`config.mk`:
```
export PLATFORM = sky130hd
export DESIGN_NAME = bresp_queue
export DESIGN_NICKNAME = d
export VERILOG_FILES = /design/src/logic/hawk_mem_pkg.sv /design/src/logic/bresp_queue.sv
export SDC_FILE = /design/constraint.sdc
export NUM_CORES = 1
export LEC_CHECK = 0
export CAP_MARGIN = 20
export CORE_ASPECT_RATIO = 1.5
export CORE_MARGIN = 2
export CORE_UTILIZATION = 69
export CTS_BUF_LIST = sky130_fd_sc_hd__clkbuf_4
export DETAILED_ROUTE_END_ITERATION = 16
export DONT_BUFFER_PORTS = 1
export PLACE_DENSITY = 0.92
export REMOVE_ABC_BUFFERS = 1
export SYNTH_ARGS = -nofsm -noshare
export SYNTH_HDL_FRONTEND = slang
export SYNTH_SLANG_ARGS = --single-unit
```
`constraint.sdc`:
```
create_clock -name clk -period 5.77 [get_ports clk]
set_input_delay 0.2885 -clock clk [delete_from_list [all_inputs] [get_ports clk]]
set_output_delay 0.2885 -clock clk [all_outputs]
set_load 0.1 [all_outputs]
```
`src/logic/hawk_mem_pkg.sv`:
```
package hawk_mem_pkg;

	// bus widths
	localparam int data_w      = 256;        // one beat, half a line
	localparam int strb_w      = data_w / 8; // byte strobes per beat
	localparam int addr_w      = 64;
	localparam int id_w        = 6;
	localparam int len_w       = 8;          // awlen / arlen field
	localparam int line_offs_w = 6;          // 64 byte line

	// payload types
	typedef logic [data_w-1:0] beat_t;
	typedef logic [strb_w-1:0] strb_t;
	typedef logic [addr_w-1:0] axi_addr_t;
	typedef logic [id_w-1:0]   axi_id_t;
	typedef logic [len_w-1:0]  axi_len_t; // beats minus one, only 0 or 1 used

	// read burst engine FSM
	typedef enum logic [1:0] {
		rd_idle,  // waiting on AR
		rd_issue, // one half read per credit
		rd_drain  // waiting for credits to come home
	} rd_state_t;

endpackage

```
`src/logic/bresp_queue.sv`:
```
module bresp_queue import hawk_mem_pkg::*; #(
	parameter int bresp_depth = 4
) (
	input  logic       clk,
	input  logic       rst_n,
	input  logic       done_valid, // push, write burst finished
	input  axi_id_t    done_id,
	output logic       full,
	// B channel
	output logic       bvalid,
	input  logic       bready,
	output axi_id_t    bid,
	output logic [1:0] bresp
);

	localparam int ptr_w = (bresp_depth > 1) ? $clog2(bresp_depth) : 1;
	localparam int cnt_w = $clog2(bresp_depth + 1);

	axi_id_t          ids [bresp_depth];
	logic [ptr_w-1:0] wr_ptr;
	logic [ptr_w-1:0] rd_ptr;
	logic [cnt_w-1:0] count;
	logic             push;
	logic             pop;

	assign push = done_valid && !full; // awready gating keeps this from dropping
	assign pop  = bvalid && bready;

	assign full   = (count == cnt_w'(bresp_depth));
	assign bvalid = (count != '0);
	assign bid    = ids[rd_ptr]; // head entry
	assign bresp  = 2'b00;       // always okay

	always_ff @(posedge clk) begin
		if (!rst_n) begin
			wr_ptr <= '0;
			rd_ptr <= '0;
			count  <= '0;
		end else begin
			if (push)
				wr_ptr <= (wr_ptr == ptr_w'(bresp_depth - 1)) ? '0 : wr_ptr + 1'b1;
			if (pop)
				rd_ptr <= (rd_ptr == ptr_w'(bresp_depth - 1)) ? '0 : rd_ptr + 1'b1;
			count <= count + cnt_w'(push) - cnt_w'(pop);
		end
	end

	always_ff @(posedge clk) begin
		if (push)
			ids[wr_ptr] <= done_id;
	end

endmodule

```
Word-level counts from Yosys, hierarchy flattened
Memory sizes are Yosys's and may differ from the RTL's. A register that Yosys moved wholly into a read port is not among the register bits.
Index checks and enable logic that the tools add are counted.
{"block": "word_totals", "ff_bits": 7, "mem_bits_rw": 24, "in_bits": 10, "out_inout_bits": 10, "word_cells": 21, "memories": 1}
{"name": "ids", "depth": 4, "width": 6, "read_ports": 1, "rd_ports_with_merged_regs": 1, "wr": 1, "line": "bresp_queue.sv:19", "source": "axi_id_t ids [bresp_depth];"}
{"block": "op_classes", "n_addsub": 4, "eq_ne": 3, "mux": 6, "n_reduce_logical": 4}
{"cell": "2-bit two-way mux", "count": 4}
{"cell": "2-bit by 1-bit adder with 2-bit output (second input constant)", "count": 2}
{"cell": "2-bit equality test (second input constant)", "count": 2}
{"cell": "3-bit by 1-bit adder with 3-bit output", "count": 1}
{"cell": "3-bit equality test (second input constant)", "count": 1}
{"cell": "3-bit nonzero test", "count": 1}
{"cell": "3-bit by 1-bit subtractor with 3-bit output", "count": 1}
{"cell": "1-bit logical AND", "count": 2}
{"cell": "1-bit two-way mux", "count": 2}
{"cell": "1-bit logical NOT", "count": 1}

Depth between registers and ports, before layout
{"block": "logic_depth", "word_depth": 5, "mapped_depth": 12}

Worst setup path before layout
Ideal clock, no wire load.
{"block": "synth_timing", "path_kind": "reg-to-reg", "start": "reg count[1]", "end": "reg count[2]", "arrival_time_ns": 3.188, "required_time_ns": 5.655, "slack_ns": 2.467, "path_stages_with_launch": 13, "cell_sequence": "dfxtp_1 > nor3b_2 > nor2b_1 > buf_6 > inv_1 > ha_1 > inv_1 > ha_1 > inv_1 > fa_1 > xnor2_1 > xnor2_1 > and2_1"}
{"block": "synth_via", "elab_chain_cells": 5, "word_cells_on_any_way": 7, "classes_between": "add/sub (2); eq/ne (1); reduce/logical (4)"}
{"element": "start, declared", "line": "bresp_queue.sv:22", "source": "logic [cnt_w-1:0] count;"}
{"element": "start signal, assigned", "line": "bresp_queue.sv:44", "source": "count <= count + cnt_w'(push) - cnt_w'(pop);"}
{"element": "3-bit equality test", "line": "bresp_queue.sv:29", "source": "assign full = (count == cnt_w'(bresp_depth));"}
{"element": "via full", "line": "bresp_queue.sv:8", "source": "output logic full,"}
{"element": "1-bit logical NOT", "line": "bresp_queue.sv:26", "source": "assign push = done_valid && !full;"}
{"element": "1-bit logical AND", "line": "bresp_queue.sv:26"}
{"element": "3-bit by 1-bit adder with 3-bit output", "line": "bresp_queue.sv:44"}
{"element": "3-bit by 1-bit subtractor with 3-bit output", "line": "bresp_queue.sv:44"}
The timed path passes the listed nets, and every way through them passes these cells.
A chain may end at the register's enable or synchronous reset.

Worst setup path after layout
{"block": "layout_timing", "start": "reg count[2]", "end": "reg count[2]"}
Same word-level chain as after synthesis.

==> impl_metrics.py <==
metrics = {
    "status": {
        "status": "finished, final reports clean",
    },
    "critical_path": {
        "crit_type": "reg -> reg",
        "cp_slowest_cell": "nor3b_4",
        "path_max_fanout": 7,
        "cp_cell_sequence": "nor3b_4 > nor2b_1 > inv_1 > ha_1 > inv_1 > ha_1 > inv_1 > fa_1 > xnor2_1 > xnor2_1 > and2_1",
        "critPathArrivalTime_ps": 3410,
        "r2r_slack_ps": 2580,
        "reg2reg_to": "count[2]",
        "startpoint_type": "flop",
        "r2r_start": "count[2]",
        "critPathMaxStageDelay_ps": 910,
        "cp.required_ps": 5990,
        "ff2ff_path_depth": 11,
        "path_common_cell": "inv_1",
        "critPathBufInv": 3,
        "critPathTopFamily": "simple AND/OR/NAND/NOR gates",
        "critPathLaunch": "count[2]",
        "end_kind": "flop",
    },
    "final_layout": {
        "fin_util_pct": 76.65,
        "nFillCells": 110,
        "diodes": 0,
        "drive_gt1_share_pct": 15.56,
        "final_nets": 107,
        "fin_area_um2": 1421,
        "area_delta_synth_final_pct": 3.744,
    },
    "synthesis": {
        "synth-xor-area-share_pct": 1.279,
        "synth_top_family_by_area": "multiplexers",
        "synthAdderAreaFrac_pct": 7.854,
        "yosys_warnings": 0,
        "netlist_area_um2": 1370,
        "yosysTopAreaCellShare_pct": 52.60,
        "netlist_instances": 86,
        "synthMuxAreaShare_pct": 11.32,
        "synth_cell_types": 22,
        "syn_avg_cell_area_um2": 15.93,
        "synth_compound_area_share_pct": 1.279,
        "synth-seq-cells": 33,
        "synthTopCellsByArea": "edfxtp_1, dfxtp_1, mux4_2, ha_1, and2_1",
        "synth-simple-area-share_pct": 8.037,
        "yosysSeqAreaShare_pct": 65.75,
        "synth.largest_area_cell": "edfxtp_1",
    },
    "sta": {
        "tightestPinTransition_ps": 1075,
        "slew_headroom_pct": 28.29,
        "final-setup-viol-count": 0,
        "tns_ps": 0,
        "maxSlewViolCount": 0,
        "fin_crit_ps": 3194,
        "holdWs_ps": 55.84,
        "skew_ps": 8.203,
        "max_freq_mhz": 313.1,
        "min_period_over_period_pct": 55.35,
        "rsz0062_at_grt": "false",
        "hold_viol_final": 0,
    },
    "floorplan": {
        "die_h_um": 58.58,
        "start_util_pct": 73.89,
        "core_area_um2": 1854,
        "die_area_um2": 2366,
        "io_pins": 20,
        "dieWidth_um": 40.39,
        "num_rows": 19,
    },
    "routing": {
        "wirelength_mm": 2.020,
        "viasPerCell": 5.892,
        "firstDrtPassIters": 2,
        "drc": 0,
        "dr_total_vias": 654,
        "drt_iter0_drc": 19,
        "ant_nets": 0,
        "wl_per_cell_um": 18.20,
    },
    "global_route": {
        "grt_overflow_total": 0,
        "grt_pass1_vias": 745,
        "antenna_found_initial": 0,
        "grt_pass1_wl_mm": 3.381,
        "grt_max_degree": 12,
        "track_usage_pct": 22.60,
    },
    "clock_network": {
        "cts_inserted_buffers": 5,
        "clk_latency_ps": 320,
        "clk_path_buf_depth": 2,
        "postCtsSetupBuffers": 0,
        "cts_resized": 0,
        "cts-htree-levels": 2,
        "cts_tree": "done",
        "clk_pin_slew_worst_paths_ps": 90,
        "cts_hold_buf": 0,
        "root_buffer": "clkbuf_4",
        "numClockSinks": 33,
    },
    "placed_design": {
        "numPortBuffers": 0,
        "place_hpwl_mm": 1.524,
        "gp_congestion": 0.6135,
        "placed_cell_area_um2": 1371,
    },
    "min_path": {
        "hold_path_depth": 0,
        "hold_class": "in -> reg",
        "worstHoldEndpoint": "ids[0][2]",
        "holdCritStartpoint": "done_id[2]",
    },
    "flow_run": {
        "maxCapViolCount": 0,
    },
}
-- layer usage --
layer	track usage (%)	up-vias	share of wire, %
met3	9.057	5	6.1
met5	0	-	0
met1	25.98	316	37
met4	8.571	0	2.1
met2	36.51	21	55
li1	-	312	-
-- worst reg2reg max path, stage by stage, from the launching register on --
cell,delay (ps)
dfxtp_1,410
nor3b_4,910
nor2b_1,330
inv_1,150
ha_1,230
inv_1,60
ha_1,130
inv_1,50
fa_1,370
xnor2_1,140
xnor2_1,130
and2_1,170
-- cell usage after synthesis --
library cell,n
edfxtp_1,24
dfxtp_1,9
ha_1,7
and2_1,6
inv_1,6
mux4_2,6
nand2_1,6
buf_4,2
mux2i_1,2
nand3_1,2
nor2_1,2
nor2b_1,2
o21ai_0,2
xnor2_1,2
buf_2,1
buf_6,1
clkbuf_1,1
conb_1,1
fa_1,1
nor3b_2,1
o31ai_1,1
or3_2,1
-- final cells by class --
type | instances | area, um2 | area share [%]
Clock buffer | 5 | 37.54 | 2.641
Clock inverter | 3 | 12.51 | 0.8803
Inverter | 6 | 22.52 | 1.585
Multi-Input combinational cell | 43 | 421.7 | 29.67
Sequential cell | 33 | 900.9 | 63.38
Tap cell | 21 | 26.28 | 1.849
-- sequential cells by signal, indices dropped and copies added (netlist names), named ones only --
signal / cells
count: 3
ids: 24
rd_ptr: 2
wr_ptr: 2
-- logic make-up (layout without fill, tap and decap cells) --
logic type	count (synthesis)	count (layout)
xor+xnor	2	2
compound gates	3	3
flops	33	33
other cells	1	2
mux	8	8
fa+ha+maj	8	8
buf+inv	11	14
simple gates	20	20
-- stage by stage --
step	instances	setup slack, ps
global route	111	2447
finish	111	2576
CTS	111	2567
floorplan	82	2391
detailed placement	103	2597
global placement	103	2727
-- worst max path at each step --
| stage | end | slack (ps) | depth (start not counted) |
|---|---|---|---|
| 2_1_floorplan | count[2] | 2390 | 11 |
| 3_3_place_gp | count[2] | 2730 | 11 |
| 3_5_place_dp | count[2] | 2600 | 11 |
| 4_1_cts | count[2] | 2570 | 11 |
| 5_1_grt | count[2] | 2450 | 11 |
| 6_report | count[2] | 2580 | 11 |
-- placed cells by master, fill, tap and decap left out --
master	Yosys	layout
nand2_1	6	6
conb_1	1	2
ha_1	7	7
mux4_2	6	6
nor3b_4	0	1
nor2_1	2	2
mux2i_1	2	2
inv_1	6	6
and2_1	6	6
edfxtp_1	24	24
o21ai_0	2	2
or3_2	1	1
clkinv_1	0	2
xnor2_1	2	2
nand3_1	2	2
clkinv_2	0	1
dfxtp_1	9	9
o31ai_1	1	1
nor2b_1	2	2
clkbuf_4	0	5
fa_1	1	1
Power is left out: the tool's default activity adds up to more than one toggle a clock period on the data nets, which glitch-free logic cannot reach.
