<file path="config.mk">
export PLATFORM = sky130hd
export DESIGN_NAME = rd_burst_engine
export DESIGN_NICKNAME = d
export VERILOG_FILES = /design/src/logic/hawk_mem_pkg.sv /design/src/logic/rd_burst_engine.sv
export SDC_FILE = /design/constraint.sdc
export NUM_CORES = 1
export LEC_CHECK = 0
export BUFFER_PORTS_ARGS = -buffer_cell sky130_fd_sc_hd__buf_2
export CAP_MARGIN = 30
export CORE_UTILIZATION = 34
export CTS_BUF_LIST = sky130_fd_sc_hd__clkbuf_2 sky130_fd_sc_hd__clkbuf_4 sky130_fd_sc_hd__clkbuf_8
export CTS_CLUSTER_DIAMETER = 80
export DETAILED_ROUTE_END_ITERATION = 10
export GPL_ROUTABILITY_DRIVEN = 0
export PLACE_DENSITY_LB_ADDON = 0.08
export SLEW_MARGIN = 40
export SYNTH_ARGS = -nofsm -noshare
export SYNTH_HDL_FRONTEND = slang
export SYNTH_SLANG_ARGS = --single-unit
</file>
<file path="constraint.sdc">
create_clock -name clk -period 1.64 [get_ports clk]
set_clock_uncertainty 0.1 [all_clocks]
set_input_delay 0.328 -clock clk [delete_from_list [all_inputs] [get_ports clk]]
set_output_delay 0.328 -clock clk [all_outputs]
set_load 0.03 [all_outputs]
</file>
<file path="src/logic/hawk_mem_pkg.sv">
package hawk_mem_pkg;

	// bus widths
	localparam int data_w      = 256;        // one beat, half a line
	localparam int strb_w      = data_w / 8; // byte strobes per beat
	localparam int addr_w      = 64;
	localparam int id_w        = 6;
	localparam int len_w       = 8;          // awlen / arlen field
	localparam int line_offs_w = 6;          // 64 byte line

	// payload types
	typedef logic [data_w-1:0] beat_t;
	typedef logic [strb_w-1:0] strb_t;
	typedef logic [addr_w-1:0] axi_addr_t;
	typedef logic [id_w-1:0]   axi_id_t;
	typedef logic [len_w-1:0]  axi_len_t; // beats minus one, only 0 or 1 used

	// read burst engine FSM
	typedef enum logic [1:0] {
		rd_idle,  // waiting on AR
		rd_issue, // one half read per credit
		rd_drain  // waiting for credits to come home
	} rd_state_t;

endpackage

</file>
<file path="src/logic/rd_burst_engine.sv">
module rd_burst_engine import hawk_mem_pkg::*; #(
	parameter int line_depth = 64
) (
	input  logic                          clk,
	input  logic                          rst_n,
	// AR channel
	input  logic                          arvalid,
	output logic                          arready,
	input  axi_id_t                       arid,
	input  axi_addr_t                     araddr,
	input  axi_len_t                      arlen,
	// line store read port
	output logic                          rd_en,
	output logic [$clog2(line_depth)-1:0] rd_line,
	output logic                          rd_half,
	// beat tags, aligned with rd_data
	output logic                          beat_valid,
	output axi_id_t                       beat_id,
	output logic                          beat_last,
	input  logic                          credit_return // one per beat taken on R
);

	localparam int         line_w      = $clog2(line_depth);
	localparam logic [1:0] credit_init = 2'd2; // beat buffer depth

	rd_state_t         state;
	logic [1:0]        credits;
	logic              next_half; // half to issue next
	logic              last_half;
	axi_id_t           cur_id;
	logic [line_w-1:0] cur_line;

	assign arready = (state == rd_idle);
	assign rd_en   = (state == rd_issue) && (credits != 2'd0); // never at zero credit
	assign rd_line = cur_line;
	assign rd_half = next_half;

	always_ff @(posedge clk) begin
		if (!rst_n) begin
			state      <= rd_idle;
			credits    <= credit_init;
			next_half  <= 1'b0;
			beat_valid <= 1'b0;
			beat_last  <= 1'b0;
		end else begin
			credits    <= credits - 2'(rd_en) + 2'(credit_return);
			beat_valid <= rd_en; // store answers next cycle
			beat_last  <= rd_en && (next_half == last_half);
			case (state)
				rd_idle: begin
					if (arvalid && arready) begin
						state     <= rd_issue;
						next_half <= 1'b0;
					end
				end
				rd_issue: begin
					if (rd_en) begin
						next_half <= next_half + 1'b1;
						if (next_half == last_half)
							state <= rd_drain;
					end
				end
				rd_drain: begin
					// leave as the last credit lands, arready up right after
					if (credits + 2'(credit_return) == credit_init)
						state <= rd_idle;
				end
				default: state <= rd_idle;
			endcase
		end
	end

	always_ff @(posedge clk) begin
		if (arvalid && arready) begin
			cur_id    <= arid;
			cur_line  <= araddr[line_offs_w +: line_w];
			last_half <= (arlen != '0); // one or two beats
		end
		beat_id <= cur_id;
	end

endmodule

</file>
Word level (Yosys, flattened, before mapping)
Index checks and enable logic that the tools add are counted.

Register bits after elaboration: 26. Input port bits: 82. Output and inout bits: 17. Logic and storage cells: 38.

$add $sub $neg: 4. Equal/unequal tests: 8. Mux-type cells: 8. Reduce and logical (&&, ||, !) cells: 9.

Operators by type and width (count): 2-to-1 mux 2 bit (4); nonzero test 8 bit (1); one-hot mux 2 bit (3 select lines) (1); adder 2 x 1 -> 2 bit (2); == test 2 bit (second input constant) (2); inequality test 2 x 1 -> 1 bit (second input constant) (2); inequality test 2 bit (second input constant) (2); AND reduction 4 bit (1); nonzero test 2 bit (2); logical AND 1 bit (3); AND reduction 3 bit (1); == test 2 x 1 -> 1 bit (second input constant) (1); logical NOT 2 bit (1); 2-to-1 mux 1 bit (2); one-hot mux 1 bit (2 select lines) (1); subtractor 2 x 1 -> 2 bit (1); adder 1 bit (second input constant) (1); == test 1 bit (1).

Depth between registers and ports, before layout
Gate-level depths: netlist of the first run.

Depth in word-level cells: 4. Depth in mapped cells: 6. Depth with buffers taken out: 6.

Worst setup path before layout of the first run
Ideal clock, no wire load.

Kind: register to register. From: register state[0]. To: register cur_id[0], enable pin. Data arrival time: 1.286 ns. Data required time: 1.179 ns. Setup slack: -0.107 ns. Cell stages (with the launch flop): 3. Period minus slack after synthesis: 1.747 ns. Cell sequence: dfxtp_1 -> nor2_1 -> and2_1.

Word-level cells in the longest chain between the ends: 2.

RTL lines: from (decl) (RTL line rd_burst_engine.sv:26) `rd_state_t state;`; from (signal assigned) (RTL line rd_burst_engine.sv:40) `state <= rd_idle;`; from (signal assigned) (RTL line rd_burst_engine.sv:52) `state <= rd_issue;`; from (signal assigned) (RTL line rd_burst_engine.sv:60) `state <= rd_drain;`; logical NOT 2 bit (RTL line rd_burst_engine.sv:33) `assign arready = (state == rd_idle);`; net arready (RTL line rd_burst_engine.sv:8) `output logic arready,`; logical AND 1 bit (RTL line rd_burst_engine.sv:74) `if (arvalid && arready) begin`; to (signal assigned) (RTL line rd_burst_engine.sv:75) `cur_id <= arid;`; to (decl) (RTL line rd_burst_engine.sv:30) `axi_id_t cur_id;`.

The timed path passes the listed nets, and every way through them passes these cells. A chain may end at the register's enable or synchronous reset.

Worst setup path in the final report of the first run
From: register state[0]. To: output port arready.

Word-level cells in the longest chain between the ends: 1.

RTL lines (RTL line): logical NOT 2 bit (rd_burst_engine.sv:33); to (decl) (rd_burst_engine.sv:8).

Every way passes these cells.

==> results of run 1 <==
==> path summary, 6_finish.rpt <==
check | start | end | slack, ns | cells after the start
setup / recovery | state[0] | arready | 0.07 | 3
hold / removal | araddr[10] | rd_line[4] | 0.07 | 1
setup reg to reg | credits[1] | credits[1] | 0.18 | 5
hold reg to reg | cur_id[2] | beat_id[2] | 0.24 | 0
==> what timing repair did <==
item                                    4_1_cts  5_1_grt
endpoints found under the setup margin        1        1
buffers inserted                              0        0
resized for setup                             4        4
hold buffers                                  0        0
==> power by group <==
group	switching [mW]	internal (mW)	leakage, nW
registers	0.0313	0.742	0.230
clock network	0.180	0.247	0.0279
logic	0.151	0.112	0.273
total	0.362	1.10	0.531
==> state kept, by name (all words and copies together), names as in the netlist <==
signal      cells
rd_half         1
state           2
cur_id          6
beat_id         6
rd_line         6
beat_last       1
last_half       1
credits         2
beat_valid      1
==> metal layers <==
layer	track usage	share of wire	vias up
met5	0	0	-
met4	0.0658	0.010	0
met3	0.0402	0.089	2
met2	0.167	0.44	28
met1	0.149	0.46	275
li1	-	-	309
==> synth_stat cells (all sizes together) (2+ instances only) <==
| library cell | n |
|---|---|
| o21ai | 3 |
| nand2b | 3 |
| and2 | 3 |
| nor4 | 2 |
| nand2 | 5 |
| ha | 2 |
| nor2 | 6 |
| dfxtp | 13 |
| edfxtp | 13 |
==> cell families (layout without fill, tap and decap cells) <==
family / count (synthesis) / after routing
muxes: 2 / 2
and+or+nand+nor: 23 / 23
AOI/OAI and AO/OA: 5 / 5
adders and majority gates: 2 / 2
buffers and inverters: 1 / 47
DFF: 26 / 26
xor gates and xnor gates: 2 / 2
==> through the flow <==
stage,area [um^2],hold WS (ns)
4_1_cts,1210,0.0670
5_1_grt,1230,0.0483
6_report,1230,0.0748
3_3_place_gp,1150,0.225
2_1_floorplan,896,0.223
3_5_place_dp,1150,0.228
==> cell type report <==
| type | count | area share |
|---|---|---|
| timing repair buffer | 43 | 0.183 |
| clock buffer | 3 | 0.0183 |
| multi-input combinational | 34 | 0.207 |
| tap | 30 | 0.0306 |
| sequential | 26 | 0.536 |
| clock inverter | 1 | 0.0245 |
==> out/qor.yml, run 1 <==
global_routing:
  grt_max_degree: 16
  grt_pass1_vias: 520
  antenna_found_initial: 0
  grt.overflow.total: 0
  grt_pass1_wl_um: 2240
  grt_usage: 0.116
synthesis:
  syn-num-nets: 145
  yosys.area_share.simple: 0.151
  synth_flop_cell: "edfxtp_1"
  avgSynthCellArea_um2: 14.6
  synth_cell_types: 23
  ys_ff_latch: 26
  synth_compound_area_frac: 0.0406
  synth_seq_area_share: 0.728
  synth_edf_count: 13
  netlist_top_cells_area: "edfxtp_1, dfxtp_1, ha_1, and2_1, nand2_1"
  synth_top_family_by_area: "simple AND/OR/NAND/NOR gates"
  syn_area_um2: 893
  ys_warn_count: 0
  yosys-mux-area-fraction: 0.0280
  netlist_instances: 61
  async_flop_share: 0
  synthAdderAreaFrac: 0.0280
  synth.largest_area_cell: "edfxtp_1"
  synth_xor_area_frac: 0.0196
  synthDominantCellAreaShare: 0.437
clocking:
  path_clk_slew_ns: 0.14
  clk_latency_ns: 0.31
  clockRootBuffer: "clkbuf_4"
  htreeDepth: 1
  numClockSinks: 26
  numCtsBuffers: 3
  cts_tree: "done"
  clock_path_buffers: 2
worst_setup_path:
  path_cells: "buf_4 -> nor2_2 -> buf_2"
  cpMaxStageDelayCell: "dfxtp_1"
  path_buf_inv: 2
  cp_max_fo: 5
  cpPeakStageDelay_ns: 0.36
  endpoint_kind: "output pin"
  worstSetupPathType: "register to output pin"
  worstPathArrival_ns: 1.14
  critPathLaunchType: "register"
  worstPathRequired_ns: 1.21
  cp_top_family: "flip-flops"
drt:
  routed_via_density: 4.48
  drt_iter0_drc: 2
  firstDrtPassIters: 3
  vias: 614
  ant_nets: 0
  routed_wl_um: 1480
  drc: 0
  wire_per_inst_um: 10.8
power_and_ir_drop:
  p_leak_nw: 0.531
  finalPower_mw: 1.46
  powerDensity_nw_per_um2: 1190
  peakVddDrop_mv: 0.555
floorplan:
  die_area_um2: 2840
  start_util: 0.361
  num_rows: 18
  fp.coreArea_um2: 2480
  ioPinCount: 99
  die_h_um: 53.3
  die_width_um: 53.3
finish:
  mostFrequentLayoutCells: "buf_2, edfxtp_1, dfxtp_1"
  seq_area_um2: 658
  areaGrowthSynthToFinish_pct: 37.4
  multi_input_area_um2: 254
  fill_cells: 254
  utilization: 0.495
  nets: 192
  diodes: 0
  drive_gt1_frac: 0.523
  layout_commonest_cell: "buf_2"
  final_cells: 137
flow_run:
  cap_violations: 0
sta:
  tightest_slew_ns: 0.273
  finalSetupTns_ns: 0
  finalSetupViolCount: 0
  setup_ws_ns: 0.0736
  hold_viol: 0
  maxSlewViolCount: 0
  fmaxAchievable_mhz: 638
  rsz0062_at_grt: "no"
  finalCritPeriodShare: 0.955
  min_period_ns: 1.57
  slew_headroom: 0.817
place:
  dp.cells: 133
  dp_hpwl_um: 1150
  place_ws_ns: 0.163
  portBuffers: 40
min_path:
  min_path_type: "input port to register"
run_status:
  status: "complete, no violations"
(Power assumes the default switching activity.)
==> inputs of run 2 (changes only) <==
- CORE_UTILIZATION: 34 -> 25
==> out/qor.yml, run 2 (synthesized netlist as in run 1, its figures left out) <==
run_status:
  status: "complete, no violations"
sta:
  min_period_ns: 1.56
  hold_ws_ns: 0.0798
  finalSetupTns_ns: 0
  tightest_slew_ns: 0.241
  finalSetupViolCount: 0
  maxSlewViolCount: 0
  hold_viol: 0
  finalCritPeriodShare: 0.950
  slew_headroom: 0.838
  rsz0062_at_grt: "no"
  fmaxAchievable_mhz: 642
global_routing:
  grt_usage: 0.0853
  grt_pass1_wl_um: 2190
  grt_pass1_vias: 500
  antenna_found_initial: 0
  grt_max_degree: 16
  grt.overflow.total: 0
clocking:
  cts_setup_buffers: 0
  path_clk_slew_ns: 0.13
  numCtsBuffers: 3
  clk_latency_ns: 0.31
  cts_tree: "done"
  htreeDepth: 1
  clockRootBuffer: "clkbuf_4"
  clock_path_buffers: 2
  numClockSinks: 26
  ctsHoldBuffers: 0
worst_setup_path:
  worstPathRequired_ns: 1.21
  endpoint_kind: "output pin"
  worstSetupPathType: "register to output pin"
  worstPathArrival_ns: 1.13
  cp_max_fo: 5
  critPathLaunchType: "register"
drt:
  wire_per_inst_um: 9.67
  ant_nets: 0
  vias: 605
  drc: 0
  routed_wl_um: 1480
  drt_iter0_drc: 18
  routed_via_density: 3.95
  firstDrtPassIters: 4
finish:
  drive_gt1_frac: 0.523
  nets: 192
  fill_cells: 329
  diodes: 0
  areaGrowthSynthToFinish_pct: 39.4
  layout_commonest_cell: "buf_2"
  mostFrequentLayoutCells: "buf_2, edfxtp_1, dfxtp_1"
power_and_ir_drop:
  p_sw_uw: 358
  combPwrFrac: 0.179
  internal-power_mw: 1.10
  swShare: 0.246
  peakVddDrop_mv: 0.329
  clockPowerShare: 0.291
  p_leak_nw: 0.531
  p_seq_frac: 0.530
  powerDensity_nw_per_um2: 1170
floorplan:
  num_rows: 21
  die_h_um: 61.8
  die_area_um2: 3820
  fp.coreArea_um2: 3390
  ioPinCount: 99
  start_util: 0.264
  die_width_um: 61.8
place:
  portBuffers: 40
  dp_hpwl_um: 1150
min_path:
  min_path_type: "input port to register"
flow_run:
  cap_violations: 0
## run 2: cell count changes in the layout (fill, tap and decap cells not counted)
cell     before  now
dfxtp_4       2    1
dfxtp_2       0    1
## run 2: power by group through the flow
stage / combinational [mW] / clock [mW] / sequential (mW)
after floorplan: 0.112 / 0 / 0.834
after global placement: 0.255 / 0 / 0.779
after detailed placement: 0.255 / 0 / 0.780
after CTS: 0.259 / 0.449 / 0.769
after global routing: 0.288 / 0.475 / 0.780
final: 0.261 / 0.424 / 0.772
## run 2: final timing paths
check / slack, ns / cells past startpoint / start / endpoint
hold / removal: 0.08 / 1 / araddr[7] / rd_line[1]
setup reg to reg: 0.18 / 5 / credits[1] / credits[1]
setup / recovery: 0.08 / 3 / state[0] / arready
hold reg to reg: 0.26 / 0 / cur_id[3] / beat_id[3]
## run 2: critical path, stage by stage (launching register included)
cell and delay, ns:
dfxtp_1 0.36, buf_4 0.16, nor2_2 0.10, buf_2 0.20
## run 2: area by class of cell
type	instances	area (um^2)	area share
Clock buffer	3	22.5	0.0181
Clock inverter	1	30.0	0.0241
Multi-Input combinational cell	34	254	0.204
Sequential cell	26	656	0.527
Tap cell	46	57.6	0.0462
Timing Repair Buffer	43	225	0.181
## run 2: repair_timing
| action | in CTS | in global routing |
|---|---|---|
| endpoints found under the setup margin | 1 | 1 |
| pin swaps | 0 | 0 |
| resized for setup | 4 | 3 |
| endpoints found under the hold margin | 0 | 0 |
## run 2: routing by layer
layer / wire length (um) / track usage / part of all wire / up-vias
met4: 17 / 0.0381 / 0.011 / 0
met3: 150 / 0.0559 / 0.10 / 2
met5: 0 / 0 / 0 / -
met2: 675 / 0.134 / 0.46 / 28
met1: 637 / 0.0897 / 0.43 / 268
li1: - / - / - / 307
## run 2: metrics by stage
stage / instance area (um^2) / power, mW / utilization / worst slack [ns] / cells
after CTS: 1230 / 1.48 / 0.364 / 0.0219 / 153
after global placement: 1170 / 1.03 / 0.346 / 0.159 / 149
after floorplan: 896 / 0.946 / - / 0.0478 / 61
after global routing: 1240 / 1.54 / 0.367 / 0.00764 / 153
final: 1240 / 1.46 / 0.367 / 0.0827 / 153
after detailed placement: 1170 / 1.03 / 0.346 / 0.156 / 149
