--- config.mk ---
export PLATFORM = sky130hd
export DESIGN_NAME = rd_beat_buffer
export DESIGN_NICKNAME = d
export VERILOG_FILES = /design/src/logic/hawk_mem_pkg.sv /design/src/logic/rd_beat_buffer.sv
export SDC_FILE = /design/constraint.sdc
export NUM_CORES = 1
export LEC_CHECK = 0
export BUFFER_PORTS_ARGS = -buffer_cell sky130_fd_sc_hd__buf_2
export CORE_MARGIN = 5
export CORE_UTILIZATION = 40
export CTS_CLUSTER_DIAMETER = 60
export DETAILED_ROUTE_END_ITERATION = 6
export GPL_TIMING_DRIVEN = 0
export PLACE_DENSITY = 0.74
export SLEW_MARGIN = 20
export SYNTH_ARGS = -nofsm -noshare
export SYNTH_HDL_FRONTEND = slang
export SYNTH_SLANG_ARGS = --single-unit
--- constraint.sdc ---
create_clock -name clk -period 18.15 [get_ports clk]
set_input_delay 1.815 -clock clk [delete_from_list [all_inputs] [get_ports clk]]
set_output_delay 1.815 -clock clk [all_outputs]
set_load 0.02 [all_outputs]
--- src/logic/hawk_mem_pkg.sv ---
package hawk_mem_pkg;

	// bus widths
	localparam int data_w      = 256;        // one beat, half a line
	localparam int strb_w      = data_w / 8; // byte strobes per beat
	localparam int addr_w      = 64;
	localparam int id_w        = 6;
	localparam int len_w       = 8;          // awlen / arlen field
	localparam int line_offs_w = 6;          // 64 byte line

	// payload types
	typedef logic [data_w-1:0] beat_t;
	typedef logic [strb_w-1:0] strb_t;
	typedef logic [addr_w-1:0] axi_addr_t;
	typedef logic [id_w-1:0]   axi_id_t;
	typedef logic [len_w-1:0]  axi_len_t; // beats minus one, only 0 or 1 used

	// read burst engine FSM
	typedef enum logic [1:0] {
		rd_idle,  // waiting on AR
		rd_issue, // one half read per credit
		rd_drain  // waiting for credits to come home
	} rd_state_t;

endpackage

--- src/logic/rd_beat_buffer.sv ---
module rd_beat_buffer import hawk_mem_pkg::*; (
	input  logic       clk,
	input  logic       rst_n,
	// beats from the store, no ready, credits guard the depth
	input  logic       beat_valid,
	input  axi_id_t    beat_id,
	input  logic       beat_last,
	input  beat_t      rd_data,
	// R channel
	output logic       rvalid,
	input  logic       rready,
	output axi_id_t    rid,
	output beat_t      rdata,
	output logic [1:0] rresp,
	output logic       rlast,
	output logic       credit_return
);

	beat_t      data_q [2];
	axi_id_t    id_q [2];
	logic [1:0] last_q;
	logic       wr_ptr;
	logic       rd_ptr;
	logic [1:0] count;
	logic       empty;
	logic       push;
	logic       pop;

	assign empty = (count == 2'd0);

	// fall-through when empty, so the store output goes out directly
	assign rvalid = !empty || beat_valid;
	assign rdata  = empty ? rd_data : data_q[rd_ptr];
	assign rid    = empty ? beat_id : id_q[rd_ptr];
	assign rlast  = empty ? beat_last : last_q[rd_ptr];
	assign rresp  = 2'b00;

	assign push          = beat_valid && !(empty && rready); // bypassed beats skip storage
	assign pop           = !empty && rready;
	assign credit_return = rvalid && rready;

	always_ff @(posedge clk) begin
		if (!rst_n) begin
			wr_ptr <= 1'b0;
			rd_ptr <= 1'b0;
			count  <= 2'd0;
		end else begin
			wr_ptr <= wr_ptr + push;
			rd_ptr <= rd_ptr + pop;
			count  <= count + 2'(push) - 2'(pop);
		end
	end

	always_ff @(posedge clk) begin
		if (push) begin
			data_q[wr_ptr] <= rd_data;
			id_q[wr_ptr]   <= beat_id;
			last_q[wr_ptr] <= beat_last;
		end
	end

endmodule

; Yosys cells after proc, flatten, opt, wreduce, memory -nomap -nowiden
; Memories as Yosys holds them, arrays and structs flattened. A register that Yosys moved wholly into a read port is not among the register bits.
; Index checks and enable logic that the tools add are counted.
[word_totals]
register_bits = 6
ram_bits = 524
inputBits = 267
elab_cells = 34
memories = 2
[classes]
addsub = 4
n_lt_le_gt_ge = 3
muxes = 12
reduce_logical = 9
[memory_table]
columns = memory, depth, word_bits, rd, rd_ports_with_merged_regs, wr, line_no
row1 = data_q, 2, 256, 1, 1, 1, rd_beat_buffer.sv:19  ; beat_t data_q [2];
row2 = id_q, 2, 6, 1, 1, 1, rd_beat_buffer.sv:20  ; axi_id_t id_q [2];
[op_table]
columns = cell, n
row1 = two-way mux 256 bit, 1
row2 = two-way mux 1 bit, 8
row3 = two-way mux 6 bit, 1
row4 = logical AND 1 bit, 5
row5 = < comparator 1 x 2 -> 1 bit (second input constant), 2
row6 = adder 1 bit, 2
row7 = adder 2 x 1 -> 2 bit, 1
row8 = bitwise mux 2 bit, 1
row9 = logical NOT 1 bit, 2
row10 = logical NOT 2 bit, 1
row11 = subtractor 2 x 1 -> 2 bit, 1
row12 = demux 1 bit (select 1 bit), 1
row13 = >= comparator 1 bit (second input constant), 1
row14 = logical OR 1 bit, 1

; Depth between registers and ports, before layout
; Gate-level depths: netlist of run 1.
[logic_depth]
depth_word = 6
depth_mapped = 6
depth_no_buf = 5

; Worst setup path after synthesis of run 1
; Ideal clock, no wire load.
[synth_path]
path_type = in2reg
start = input port beat_valid
end = memory data_q[0][0] in the netlist's numbering, enable pin
setup_ns = 0.659
t_arrival_ns = 8.094
t_required_ns = 17.491
setup_slack_ns = 9.397
path_stages = 2
path_cell_list = a21boi_0 -> ha_1
[synth_via]
elab_chain_cells = 3
[synth_rtl]
columns = element, line_no
row1 = start: declaration, rd_beat_buffer.sv:5  ; input logic beat_valid,
row2 = logical AND 1 bit, rd_beat_buffer.sv:38  ; assign push = beat_valid && !(empty && rready);
row3 = two-way mux 1 bit, rd_beat_buffer.sv:55  ; if (push) begin
row4 = two-way mux 1 bit (not written as such), rd_beat_buffer.sv:56  ; data_q[wr_ptr] <= rd_data;
row5 = end: declaration, rd_beat_buffer.sv:19
; No other way between the ends.

; Final worst setup path of run 1
[layout_path]
start = input port beat_valid
end = output port credit_return
[layout_via]
elab_chain_cells = 2
[layout_rtl]
columns = element, line_no
row1 = logical OR 1 bit, rd_beat_buffer.sv:32  ; assign rvalid = !empty || beat_valid;
row2 = logical AND 1 bit, rd_beat_buffer.sv:40  ; assign credit_return = rvalid && rready;
row3 = end: declaration, rd_beat_buffer.sv:16  ; output logic credit_return
; No other way between the ends.

==> impl_metrics.ini, run 1 <==
[outcome]
outcome = finished clean

[die]
core_um2 = 53700
start_util_pct = 40.2
placement_rows = 85
ioPinCount = 534
die_area_um2 = 58800
fp.dieH_um = 242
die_width_um = 242

[layout]
final_nets = 2300
layout.cells.non_filler = 2783
ff_latch_area_um2 = 15900
syn_to_final_growth_pct = 25.9
drive_gt1_share_pct = 34.3
multi_input_area_um2 = 5110
fillCellCount = 4499

[drt]
ant_nets = 0
drc = 0
routedWlPerCell_um = 20.1
firstDrtPassIters = 5
wl_um = 56000
vias_per_cell = 5.09
drtIter0Drc = 934
dr_total_vias = 14200

[pwr]
comb_power_share_pct = 22.1
p_sw_uw = 959
p_int_mw = 2.31
swShare_pct = 29.4
p_clk_share_pct = 33.3
ir_drop_mv = 0.0808
powerDensity_nw_per_um2 = 120
seq_power_share_pct = 44.6
p_leak_nw = 10.3

[global_route]
overflow = 0
grt_antenna_before_repair = 16
grt_pass1_vias = 14400
grt_pass1_wl_um = 84500
grt_max_degree = 54
gr-usage-all-layers_pct = 18.0

[worst_setup_path]
startpoint_type = primary input
slowest_stage = or3_1
critPathKind = in2out
r2r_slack_ns = 14.97
cp.arrival_ns = 2.63
cp-end-kind = primary output
r2r_cells = 7
crit_top_cell = buf_2
worstPathCellList = buf_2, or3_1, and2_1, buf_2
crit_required_ns = 16.33
cpPeakStageDelay_ns = 0.36
crit_fanout = 5

[place]
placed_cells = 2670
gp_congestion = 0.836
hpwl_um = 39300
numPortBuffers = 531

[cts]
insertion_delay_ns = 0.59
clockRootBuffer = clkbuf_16
ctsResizeCount = 0
postCtsSetupRepairBufs = 0
clkSinkCount = 531
clk_pin_slew_ns = 0.06
cts_tree = yes
cts_max_path_buffers = 3
cts_max_level = 2
holdBufCountCts = 0
numCtsBuffers = 55

[logic_synthesis]
ys_seq_area_share_pct = 73.6
yosys_warnings = 0
syn_area_um2 = 21600
synth_cells = 1432
ys_ff_latch = 531
avgSynthCellArea_um2 = 15.1
synth_cell_types = 24

[sta]
fmax_mhz = 225
hold_viol = 0
finalSetupViolations = 0
drv_slew = 0
worst_pin_slew_ns = 0.630
setup_tns_ns = 0
rsz0062_at_grt = no
max_slew_margin_pct = 58.0
final.setup_skew_ns = 0.0104
fin_crit_sh_pct = 24.5
period_needed_ns = 4.44

[hold_path]
min_path_cells = 3
holdCritPathClass = reg2reg

[job]
max_cap_viol_count = 0
per-layer routing:
layer / vias up / GRT usage [%] / wire length (µm)
met5: - / 0 / 54
met4: 8 / 7.17 / 1930
met3: 135 / 4.38 / 3600
met2: 489 / 30.8 / 28200
met1: 6929 / 22.1 / 22200
li1: 6594 / - / -
cell families after synthesis:
kind of cell	count (synthesis)	synth area share (%)
xor+xnor	1	0.0406
buf+inv	90	2.84
simple gates	276	4.98
flops	531	73.6
compound gates	267	6.20
other cells	1	0.0174
fa+ha+maj	2	0.116
mux	264	12.2
synth_stat cells:
cell      number  area share, %
nand2_1      264            4.6
buf_6         12           0.63
dfxtp_1        5           0.46
buf_4         34            1.2
o21ai_0       33           0.76
xnor2_1        1          0.041
clkbuf_2      20           0.46
edfxtp_1     526             73
a21boi_0       1          0.035
inv_1          1          0.017
buf_2         14           0.32
conb_1         1          0.017
nor2b_1        1          0.029
nor2_4         1          0.052
ha_1           2           0.12
o21ai_1      232            5.4
mux2i_1      264             12
nand2b_1       3          0.087
a21oi_1        1          0.023
and2_1         5           0.14
nor4bb_1       1          0.046
clkbuf_4       4           0.14
or3_1          1          0.029
clkbuf_1       5          0.087
sequential cells by signal, indices dropped and copies added, names as in the netlist, named ones only:
register  flops
count         2
last_q        2
data_q      512
wr_ptr        1
rd_ptr        1
id_q         12
through the flow:
| step | util, % | area, µm² | total power, mW | worst slack, ns | hold slack, ns |
|---|---|---|---|---|---|
| 4_1_cts | 50.6 | 27200 | 3.30 | 13.72 | 0.596 |
| 5_1_grt | 50.6 | 27200 | 3.41 | 13.68 | 0.620 |
| 6_report | 50.6 | 27200 | 3.27 | 13.71 | 0.591 |
| 2_1_floorplan | - | 21600 | 1.94 | 9.40 | 0.526 |
| 3_5_place_dp | 47.3 | 25400 | 2.21 | 13.73 | 0.585 |
| 3_3_place_gp | 46.8 | 25100 | 2.22 | 5.80 | 0.531 |
power by group through the flow:
| stage | clock, mW | combinational (mW) | sequential, mW |
|---|---|---|---|
| 2_1_floorplan | 0 | 0.442 | 1.50 |
| 3_3_place_gp | 0 | 0.704 | 1.52 |
| 3_5_place_dp | 0 | 0.726 | 1.48 |
| 4_1_cts | 1.11 | 0.730 | 1.46 |
| 5_1_grt | 1.17 | 0.776 | 1.46 |
| 6_report | 1.09 | 0.723 | 1.46 |
critical path: cells and delay by family:
kind,cells,cell delay [ns]
AND/OR/NAND/NOR,2,0.53
buffers and inverters,2,0.27
path summary, 6_finish.rpt:
check / start / end
max: beat_valid / credit_return
min: wr_ptr / wr_ptr
max reg2reg: count[1] / data_q[0][119]
min reg2reg: wr_ptr / wr_ptr
layout by cell type, fill, tap and decap left out, types with 5 or more instances in the layout:
cell type and count:
clkbuf_1 15, clkinv_1 8, buf_4 34, edfxtp_1 526, buf_6 12, o21ai_0 33, mux2i_1 264, clkbuf_16 57
dfxtp_1 5, diode_2 12, clkinv_2 16, nand2_1 264, o21ai_1 232, clkbuf_2 20, buf_2 545, buf_16 8
final cells by class:
cell class	instances	area share, %
flip-flops and latches	531	58.5
multi-input cells	812	18.8
repair buffers	541	10.7
clock buffers	67	5.38
well taps	696	3.20
plain buffers	89	2.24
clock inverters	34	1.04
diodes	12	0.110
inverters	1	0.0138
(Power assumes the default switching activity.)
==> run 2, diff against run 1 <==
- clock period: 18.15 -> 4.3 ns (I/O delays scaled with it)
==> run 2 against run 1 <==
Net effect:
- critical path depth rose by 3
- hold slack worse by 0.54 ns
- final cell count increased by 0.47%
- worst setup slack lost 13 ns
- global-route usage is 0.36 points higher
- routed wire length rose by 1.3%
- via count up 1.3%
- core utilization up 0.23 points
- clock skew down 0.00073 ns
- combinational power grew to 4.3 times the previous value
- critical path type is now reg2reg
- largest cell class unchanged
- highest routed layer unchanged
==> impl_metrics.ini, run 2 (synthesis gave the netlist of run 1 again) <==
[die]
core_um2 = 53700
die_area_um2 = 58800
fp.dieH_um = 242
ioPinCount = 534
die_width_um = 242
start_util_pct = 40.2
placement_rows = 85

[place]
place_area_um2 = 25400
numPortBuffers = 531
hpwl_um = 40000
placed_cells = 2670
gp_congestion = 0.851

[global_route]
grt_antenna_before_repair = 11
grt_max_degree = 53
grt_pass1_vias = 14700
overflow = 0
grt_pass1_wl_um = 86900
gr-usage-all-layers_pct = 18.4

[worst_setup_path]
critPathKind = reg2reg
crit_required_ns = 4.56
path_buf_inv = 4
worstPathCellList = nor2_4, buf_4, a21boi_0, and2_4, buf_16, buf_16, buf_12
crit_family = buffers and inverters
crit_top_cell = buf_16
crit_fanout = 48
cp.arrival_ns = 3.36
cp-end-kind = flop
cpPeakStageDelay_ns = 0.63
startpoint_type = flop
slowest_stage = and2_4

[layout]
layout.cells.non_filler = 2796
largest_reg_flops = 512
final_common_cell = buf_2
reg.largest.list = data_q x512, id_q x12
syn_to_final_growth_pct = 26.4
regMostFlops = data_q
final_nets = 2317
drive_gt1_share_pct = 33.5
design_area_um2 = 27300
layout_common_cells = 545 x buf_2, 526 x edfxtp_1, 264 x mux2i_1, 264 x nand2_1, 232 x o21ai_1

[cts]
clk_pin_slew_ns = 0.06
clockRootBuffer = clkbuf_16
insertion_delay_ns = 0.58
cts_max_level = 2
cts_tree = yes
clkSinkCount = 531
numCtsBuffers = 54
cts_max_path_buffers = 3

[sta]
fin_crit_sh_pct = 72.1
max_slew_margin_pct = 53.6
finalSetupViolations = 0
period_needed_ns = 3.10
drv_slew = 0
rsz0062_at_grt = no
fmax_mhz = 322
final.setup_skew_ns = 0.00971
worst_pin_slew_ns = 0.696
hold_viol = 0

[drt]
routedWlPerCell_um = 20.3
wl_met2_um = 28700
wl_um = 56700
wl_met3_um = 3480
m1WireLength_um = 22700
ant_nets = 0
drtIter0Drc = 960
dr_total_vias = 14300
routed.top_layer = met5
vias_per_cell = 5.13
drc = 0
firstDrtPassIters = 5

[outcome]
outcome = finished clean

[pwr]
p_leak_nw = 10.3
report.power.total_mw = 13.7
ir_drop_mv = 0.353
powerDensity_nw_per_um2 = 503

[job]
max_cap_viol_count = 0

[hold_path]
holdCritPathClass = in2reg
[run 2: cell count changes in the layout (fill, tap and decap cells not counted), sizes merged]
| cell | delta |
|---|---|
| dlygate4sd3 | +18 |
| clkinv | -5 |
| clkbuf | +3 |
| diode | -2 |
| bufinv | -1 |
| clkinvlp | +1 |
| inv | -1 |
[run 2: layout make-up]
type	count	area, µm²
buffer	89	609
inverter	1	3.75
tap	696	871
fill	4504	26400
clock buffer	70	1480
timing repair buffer	559	3100
sequential	531	15900
antenna	10	25.0
multi-input combinational	812	5110
clock inverter	28	219
[run 2: repair_timing]
item,4_1_cts,5_1_grt
hold buffers,18,0
hold endpoints to repair,31,0
gates resized for setup,0,0
setup buffers,0,0
[run 2: worst register-to-register path, delay by kind of cell (launching register included)]
| family | cells | cell delay, ns |
|---|---|---|
| and+or+nand+nor | 2 | 0.73 |
| AOI/OAI and AO/OA | 1 | 0.40 |
| DFF | 1 | 0.44 |
| buffers and inverters | 4 | 1.14 |
[run 2: path summary, 6_finish.rpt]
check                           slack (ns)   startpoint  cells after the start        endpoint
worst max-delay path                  1.20     count[1]                      7  data_q[1][120]
worst min-delay path                  0.05  rd_data[10]                      1   data_q[1][10]
worst max register to register        1.20     count[1]                      7  data_q[1][120]
worst min register to register        0.60       wr_ptr                      3          wr_ptr
[run 2: stage by stage]
step | hold WS [ns] | util, % | setup WS (ns) | setup TNS, ns
detailed placement | 0.590 | 47.3 | 1.20 | 0
CTS | 0.0000250 | 50.8 | 1.19 | 0
floorplan | 0.529 | - | -0.375 | -165.06
finish | 0.0491 | 50.8 | 1.20 | 0
global placement | 0.560 | 46.8 | -2.37 | -1186.62
global route | 0.00933 | 50.8 | 1.03 | 0
[run 2: power breakdown]
part	switching, mW	internal [mW]	total, mW
logic	2.06	1.02	3.08
registers	0.0756	6.07	6.15
clock network	1.91	2.59	4.50
[run 2: metal layers]
layer	vias up	global-route usage, %
met3	116	3.87
met2	524	31.6
met5	-	0
li1	6608	-
met1	7088	23.2
met4	2	6.56
